--- config.mk ---
export PLATFORM = sky130hd
export DESIGN_NAME = spi_subsystem
export DESIGN_NICKNAME = d
export VERILOG_FILES = /design/src/spi_pkg.sv /design/src/byte_fifo.sv /design/src/spi_master.sv /design/src/spi_subsystem.sv
export SDC_FILE = /design/constraint.sdc
export NUM_CORES = 1
export LEC_CHECK = 0
export ABC_AREA = 1
export BUFFER_PORTS_ARGS = -buffer_cell sky130_fd_sc_hd__buf_2
export CAP_MARGIN = 0
export CORE_ASPECT_RATIO = 1.2
export CORE_UTILIZATION = 40
export DETAILED_ROUTE_END_ITERATION = 7
export HOLD_SLACK_MARGIN = 0.1
export PLACE_DENSITY = 0.55
export SLEW_MARGIN = 20
export SYNTH_ARGS = -nofsm -noshare
export SYNTH_HDL_FRONTEND = slang
export SYNTH_SLANG_ARGS = --single-unit
export TNS_END_PERCENT = 50
--- constraint.sdc ---
create_clock -name clk -period 4 [get_ports clk]
set_clock_uncertainty 0.1 [all_clocks]
set_input_delay 1.2 -clock clk [delete_from_list [all_inputs] [get_ports clk]]
set_output_delay 1.2 -clock clk [all_outputs]
set_load 0.01 [all_outputs]
--- src/spi_pkg.sv ---
package spi_pkg;

    // ------------------------------------------------------------
    // Link and buffer sizing
    // ------------------------------------------------------------
    localparam int SPI_DIVIDE = 4;          // Sys clocks per half SCLK
    localparam int SPI_BITS   = 8;          // Bits per transfer
    localparam int FIFO_DEPTH = 8;          // Power of two

    localparam int DIV_W      = $clog2(SPI_DIVIDE);
    localparam int BIT_CNT_W  = $clog2(SPI_BITS + 1);
    localparam int FIFO_PTR_W = $clog2(FIFO_DEPTH);
    localparam int FIFO_CNT_W = $clog2(FIFO_DEPTH + 1); // Holds 0..DEPTH

    // Mode 2 clock polarity
    localparam logic SCLK_IDLE = 1'b1;

    // ------------------------------------------------------------
    // Widths with a meaning
    // ------------------------------------------------------------
    typedef logic [SPI_BITS-1:0]   byte_t;      // Host and shift data
    typedef logic [FIFO_CNT_W-1:0] fifo_cnt_t;  // FIFO fill count
    typedef logic [FIFO_PTR_W-1:0] fifo_ptr_t;  // FIFO index, wraps
    typedef logic [DIV_W-1:0]      div_cnt_t;   // Half period counter
    typedef logic [BIT_CNT_W-1:0]  bit_cnt_t;   // Bits left in transfer

    // Typed terminal values
    localparam div_cnt_t  DIV_LAST      = div_cnt_t'(SPI_DIVIDE - 1);
    localparam bit_cnt_t  BIT_LOAD      = bit_cnt_t'(SPI_BITS);
    localparam fifo_cnt_t FIFO_FULL_CNT = fifo_cnt_t'(FIFO_DEPTH);

    // Engine FSM
    typedef enum logic [1:0] {
        IDLE,   // Wait for data and room
        LOAD,   // First bit onto mosi
        XFER,   // cs_n low, sclk running
        DONE    // Push received byte
    } spi_state_t;

endpackage

--- src/byte_fifo.sv ---
`timescale 1ns/1ps

module byte_fifo
    import spi_pkg::*;
(
    input  logic      clk,
    input  logic      rst,
    input  logic      wr_en,
    input  byte_t     wr_data,
    input  logic      rd_en,
    output byte_t     rd_data,   // Oldest entry, show-ahead
    output logic      full,
    output logic      empty,
    output fifo_cnt_t level
);

    // ------------------------------------------------------------
    // Storage and pointers
    // ------------------------------------------------------------
    byte_t     mem [FIFO_DEPTH];
    fifo_ptr_t wr_ptr;
    fifo_ptr_t rd_ptr;
    fifo_cnt_t count;

    logic do_wr;
    logic do_rd;

    // Qualified strobes, callers need not check flags
    assign do_wr = wr_en && !full;
    assign do_rd = rd_en && !empty;

    // ------------------------------------------------------------
    // Data array
    // ------------------------------------------------------------
    always_ff @(posedge clk) begin
        if (do_wr) begin
            mem[wr_ptr] <= wr_data;
        end
    end

    // ------------------------------------------------------------
    // Pointer update
    // ------------------------------------------------------------
    always_ff @(posedge clk or posedge rst) begin
        if (rst) begin
            wr_ptr <= '0;
            rd_ptr <= '0;
        end
        else begin
            if (do_wr) begin
                wr_ptr <= wr_ptr + 1'b1;    // Wraps at depth
            end
            if (do_rd) begin
                rd_ptr <= rd_ptr + 1'b1;
            end
        end
    end

    // ------------------------------------------------------------
    // Fill count
    // ------------------------------------------------------------
    always_ff @(posedge clk or posedge rst) begin
        if (rst) begin
            count <= '0;
        end
        else begin
            case ({do_wr, do_rd})
                2'b10:   count <= count + 1'b1;
                2'b01:   count <= count - 1'b1;
                default: count <= count;        // Idle or both, no change
            endcase
        end
    end

    // ------------------------------------------------------------
    // Flags and read port
    // ------------------------------------------------------------
    assign full    = (count == FIFO_FULL_CNT);
    assign empty   = (count == '0);
    assign level   = count;
    assign rd_data = mem[rd_ptr];   // Stale when empty

endmodule

--- src/spi_master.sv ---
`timescale 1ns/1ps

module spi_master
    import spi_pkg::*;
(
    input  logic  clk,
    input  logic  rst,
    input  byte_t tx_byte,     // Head of transmit FIFO
    input  logic  tx_empty,
    input  logic  rx_full,
    input  logic  miso,
    output logic  tx_pop,      // One cycle, in IDLE
    output logic  rx_push,     // One cycle, in DONE
    output byte_t rx_byte,     // Valid with rx_push
    output logic  sclk,
    output logic  mosi,
    output logic  cs_n         // Active low
);

    // ------------------------------------------------------------
    // State and counters
    // ------------------------------------------------------------
    spi_state_t state;
    spi_state_t next_state;

    div_cnt_t div_cnt;         // Half period divider
    bit_cnt_t bit_cnt;         // Bits still to shift
    logic     sclk_int;

    byte_t shft_tx;
    byte_t shft_rx;

    logic half_tick;           // SCLK edge this cycle
    logic fall_tick;           // Leading edge, sample
    logic rise_tick;           // Trailing edge, shift out

    // Start only with data waiting and room for the answer
    assign tx_pop = (state == IDLE) && !tx_empty && !rx_full;

    assign half_tick = (state == XFER) && (div_cnt == DIV_LAST);
    assign fall_tick = half_tick && (sclk_int == SCLK_IDLE);
    assign rise_tick = half_tick && (sclk_int != SCLK_IDLE);

    // ------------------------------------------------------------
    // State register
    // ------------------------------------------------------------
    always_ff @(posedge clk or posedge rst) begin
        if (rst) begin
            state <= IDLE;
        end
        else begin
            state <= next_state;
        end
    end

    // ------------------------------------------------------------
    // Next state
    // ------------------------------------------------------------
    always_comb begin
        next_state = state;
        case (state)
            IDLE: begin
                if (tx_pop) begin
                    next_state = LOAD;
                end
            end
            LOAD: next_state = XFER;
            XFER: begin
                // Last rising edge done, clock back at idle level
                if (bit_cnt == '0 && sclk_int == SCLK_IDLE) begin
                    next_state = DONE;
                end
            end
            DONE: next_state = IDLE;
            default: next_state = IDLE;
        endcase
    end

    // ------------------------------------------------------------
    // Divider and SCLK, idle high outside XFER
    // ------------------------------------------------------------
    always_ff @(posedge clk or posedge rst) begin
        if (rst) begin
            div_cnt  <= '0;
            sclk_int <= SCLK_IDLE;
        end
        else if (state == XFER) begin
            if (half_tick) begin
                div_cnt  <= '0;
                sclk_int <= ~sclk_int;      // First toggle is falling
            end
            else begin
                div_cnt <= div_cnt + 1'b1;
            end
        end
        else begin
            div_cnt  <= '0;
            sclk_int <= SCLK_IDLE;
        end
    end

    // ------------------------------------------------------------
    // Bit counter and mosi
    // ------------------------------------------------------------
    always_ff @(posedge clk or posedge rst) begin
        if (rst) begin
            bit_cnt <= '0;
            mosi    <= 1'b0;
        end
        else begin
            case (state)
                LOAD: begin
                    bit_cnt <= BIT_LOAD;
                    mosi    <= shft_tx[SPI_BITS-1];   // MSB out early
                end
                XFER: begin
                    if (rise_tick) begin
                        bit_cnt <= bit_cnt - 1'b1;
                        mosi    <= shft_tx[SPI_BITS-2]; // Next bit
                    end
                end
                default: ;
            endcase
        end
    end

    // ------------------------------------------------------------
    // Shift registers
    // ------------------------------------------------------------
    always_ff @(posedge clk) begin
        if (tx_pop) begin
            shft_tx <= tx_byte;             // Capture FIFO head on pop
        end
        else if (rise_tick) begin
            shft_tx <= {shft_tx[SPI_BITS-2:0], 1'b0};
        end

        // Eight samples fully replace the old byte
        if (fall_tick) begin
            shft_rx <= {shft_rx[SPI_BITS-2:0], miso};
        end
    end

    // ------------------------------------------------------------
    // Outputs
    // ------------------------------------------------------------
    assign rx_push = (state == DONE);
    assign rx_byte = shft_rx;
    assign sclk    = sclk_int;
    assign cs_n    = (state != XFER);   // Low only while shifting

endmodule

--- src/spi_subsystem.sv ---
`timescale 1ns/1ps

module spi_subsystem
    import spi_pkg::*;
(
    input  logic      clk,
    input  logic      rst,
    // Host write side
    input  logic      wr_en,
    input  byte_t     wr_data,
    output logic      tx_full,
    // Host read side
    input  logic      rd_en,
    output byte_t     rd_data,
    output logic      rx_empty,
    output fifo_cnt_t rx_level,
    // SPI pins
    input  logic      miso,
    output logic      sclk,
    output logic      mosi,
    output logic      cs_n
);

    // ------------------------------------------------------------
    // Internal links
    // ------------------------------------------------------------
    byte_t tx_head;        // Transmit FIFO head into engine
    logic  tx_empty;
    logic  tx_pop;
    byte_t rx_byte;        // Engine result into receive FIFO
    logic  rx_push;
    logic  rx_full;

    // Host to engine
    byte_fifo i_tx_fifo (
        .clk     (clk),
        .rst     (rst),
        .wr_en   (wr_en),
        .wr_data (wr_data),
        .rd_en   (tx_pop),
        .rd_data (tx_head),
        .full    (tx_full),
        .empty   (tx_empty),
        .level   ()
    );

    // Shift engine
    spi_master i_master (
        .clk      (clk),
        .rst      (rst),
        .tx_byte  (tx_head),
        .tx_empty (tx_empty),
        .rx_full  (rx_full),
        .miso     (miso),
        .tx_pop   (tx_pop),
        .rx_push  (rx_push),
        .rx_byte  (rx_byte),
        .sclk     (sclk),
        .mosi     (mosi),
        .cs_n     (cs_n)
    );

    // Engine to host
    byte_fifo i_rx_fifo (
        .clk     (clk),
        .rst     (rst),
        .wr_en   (rx_push),
        .wr_data (rx_byte),
        .rd_en   (rd_en),
        .rd_data (rd_data),
        .full    (rx_full),
        .empty   (rx_empty),
        .level   (rx_level)
    );

endmodule

==> flow_summary.yaml <==
status:
  outcome: "finished, final reports clean"
placement:
  gp_congestion: 0.784
  place_ws_ns: 1.17
  place_area_um2: 7700
  portBuffers: 29
  dp.cells: 886
  post-dp-hpwl_mm: 9.01
floorplanning:
  die_h_um: 151
  ios: 30
  initial_core_util_pct: 40.8
  core_um2: 18100
  die_area_um2: 19000
  rows: 54
  fp.dieW_um: 126
synthesis:
  synth_area_leaders: "edfxtp_1 59%, dfrtp_1 9.8%, nor2_1 7.0%"
  avgSynthCellArea_um2: 11.4
  yosys_register_bits: 174
  synth_nets: 677
  synth_top_area_share_pct: 58.6
  synth_compound_area_share_pct: 6.63
  synthAdderAreaFrac_pct: 3.15
  synth_area_um2: 7380
  yosysTopAreaCell: "edfxtp_1"
  ys_seq_area_share_pct: 68.8
  ys_warn_count: 0
  post_synth_and_or_nand_nor_area_fraction_pct: 15.7
  netlist-cell-type-count: 30
  synth_xor_area_share_pct: 1.30
  synth.area.mux_share_pct: 0
  synth_top_family_by_area: "simple AND/OR/NAND/NOR gates"
  synthCells: 646
timing:
  layout_setup_ws_ns: 0.895
  final-setup-viol-count: 0
  max_freq_ghz: 0.322
  holdWs_ns: 0.341
  setup_tns_ns: 0
  min_period_over_period_pct: 77.6
  hold_violations: 0
  rsz0062_at_grt: "false"
  timing.slew.headroom_pct: 34.6
  finalMaxSlewViolations: 0
  post-route-min-period_ns: 3.11
  tightest_slew_ns: 0.977
pwr:
  p_total_mw: 6.23
  ir_drop_mv: 0.382
  power_density_nw_per_um2: 753
  p_leak_nw: 3.22
drt:
  vias_per_cell: 4.93
  wl_per_cell_um: 15.5
  wl_met2_mm: 7.39
  drtPass1Iterations: 5
  routed_wl_mm: 14.2
  drt-initial-drc-count: 304
  m1WireLength_mm: 6.23
  routed-via-count: 4525
  drcViolationCount: 0
  highest_layer: "met4"
  wl_met3_um: 391
  ant_nets: 0
finish:
  fin_cells: 918
  layout_common_cells: "144 x edfxtp_1, 137 x nor2_1, 102 x nand2_1"
  final_util_pct: 45.7
  num_antenna_cells: 0
  post-route-cell-area_um2: 8270
  syn_to_final_growth_pct: 12.0
  fin_nets: 712
  final_common_cell: "edfxtp_1"
  drive_gt1_share_pct: 12.1
global_routing:
  antenna_found_initial: 0
  overflow: 0
  grt_max_degree: 35
  grt_pass1_wl_mm: 23.1
  grt_pass1_vias: 4529
  track_usage_pct: 16.2
critical_path:
  critPathMaxStageDelay_ns: 0.43
  worst_path_most_repeated_cell: "nand2_1"
  crit_slowest_cell: "inv_2"
  path_cells: "inv_2 -> o21ai_0 -> o21ai_1 -> nand2_1 -> nand2_1 -> buf_2"
  worst-setup-path-type: "flip-flop to output port"
  cp_max_fo: 33
  startpoint_type: "flip-flop"
  required_ns: 2.70
  cp.arrival_ns: 1.81
  crit_buf_inv: 2
  critPathCaptureType: "output port"
  cpLargestDelayFamily: "buffers and inverters"
clocking:
  cts_tree: "built"
  clockRootBuffer: "clkbuf_16"
  h-tree-depth: 4
  clk_latency_ns: 0.43
  hold_buffers: 0
  path_clk_slew_ns: 0.07
  cts_resized: 0
  cts_made_buffers: 17
  cts_setup_buffers: 0
  cts_buffer_depth: 2
  numClockSinks: 174
min_path:
  min_path_type: "flip-flop to flip-flop"
run:
  max_cap_violations: 0
## logic make-up after synthesis
group	after synthesis
buffers and inverters	60
adders and majority gates	18
and+or+nand+nor	287
xor gates and xnor gates	11
AOI/OAI and AO/OA	96
DFF	174
## routing by layer
metal  vias up  GRT usage [%]
met5         -              0
met4         0           7.05
met3        13           3.21
met2        61           28.9
met1      2183           19.1
li1       2268              -
## worst reg2reg max path, cell delays in order, from the launching register on
cell     delay [ns]
dfrtp_1        0.41
inv_1          0.12
ha_1           0.21
nand3_2        0.23
inv_1          0.46
ha_1           0.31
nand2_1        0.07
inv_1          0.07
nor2_1         0.05
ha_1           0.18
a21oi_1        0.15
xor2_1         0.15
o21ai_0        0.08
## path summary, 6_finish.rpt
| path | from | endpoint | slack (ns) | cells past startpoint |
|---|---|---|---|---|
| max | i_rx_fifo.rd_ptr[0]$_DFFE_PP0P_ | rd_data[2] | 0.89 | 6 |
| min | i_master.div_cnt[0]$_DFF_PP0_ | i_master.div_cnt[0]$_DFF_PP0_ | 0.34 | 1 |
| max reg2reg | i_master.state[0]$_DFFE_PP0P_ | i_tx_fifo.level[2]$_DFFE_PP0P_ | 1.30 | 12 |
| min reg2reg | i_master.div_cnt[0]$_DFF_PP0_ | i_master.div_cnt[0]$_DFF_PP0_ | 0.34 | 1 |
| max in group asynchronous | rst | i_master.sclk$_DFFE_PP1P_ | 2.72 | 3 |
| min in group asynchronous | rst | i_tx_fifo.level[1]$_DFFE_PP0P_ | 0.75 | 3 |
## synthesized netlist by cell type (all sizes together)
cell    number
a21oi        2
a31oi        1
and2         1
buf         23
clkinv       1
dfrtp       29
dfstp        1
edfxtp     144
fa           1
ha          17
inv         36
nand2      105
nand3       37
nor2       138
nor3         3
o211ai       1
o21ai       89
o21bai       1
o22ai        2
or2          3
xnor2        3
xor2         8
## area by class of cell
| cell class | instances | area [um^2] |
|---|---|---|
| fillers | 1651 | 9840 |
| flip-flops and latches | 174 | 5080 |
| multi-input cells | 412 | 1980 |
| clock buffers | 18 | 429 |
| well taps | 224 | 280 |
| repair buffers | 39 | 220 |
| clock inverters | 14 | 145 |
| inverters | 37 | 139 |
## sequential cells by signal, indices dropped and copies added, names as in the netlist, 2 cells and up
signal and cells:
i_master.bit_cnt 4, i_master.div_cnt 2, i_master.state 2, i_rx_fifo.rd_ptr 3, i_rx_fifo.wr_ptr 3, i_master.rx_byte 8, i_master.shft_tx 8, i_tx_fifo.level 4
i_rx_fifo.level 4, i_tx_fifo.rd_ptr 3, i_tx_fifo.mem 64, i_tx_fifo.wr_ptr 3, i_rx_fifo.mem 64
## report_power, final
group	internal [mW]	switching [mW]	total [mW]
Sequential	2.33	0.202	2.53
Combinational	0.722	1.37	2.09
Clock	0.880	0.726	1.61
(Power assumes the default switching activity.)
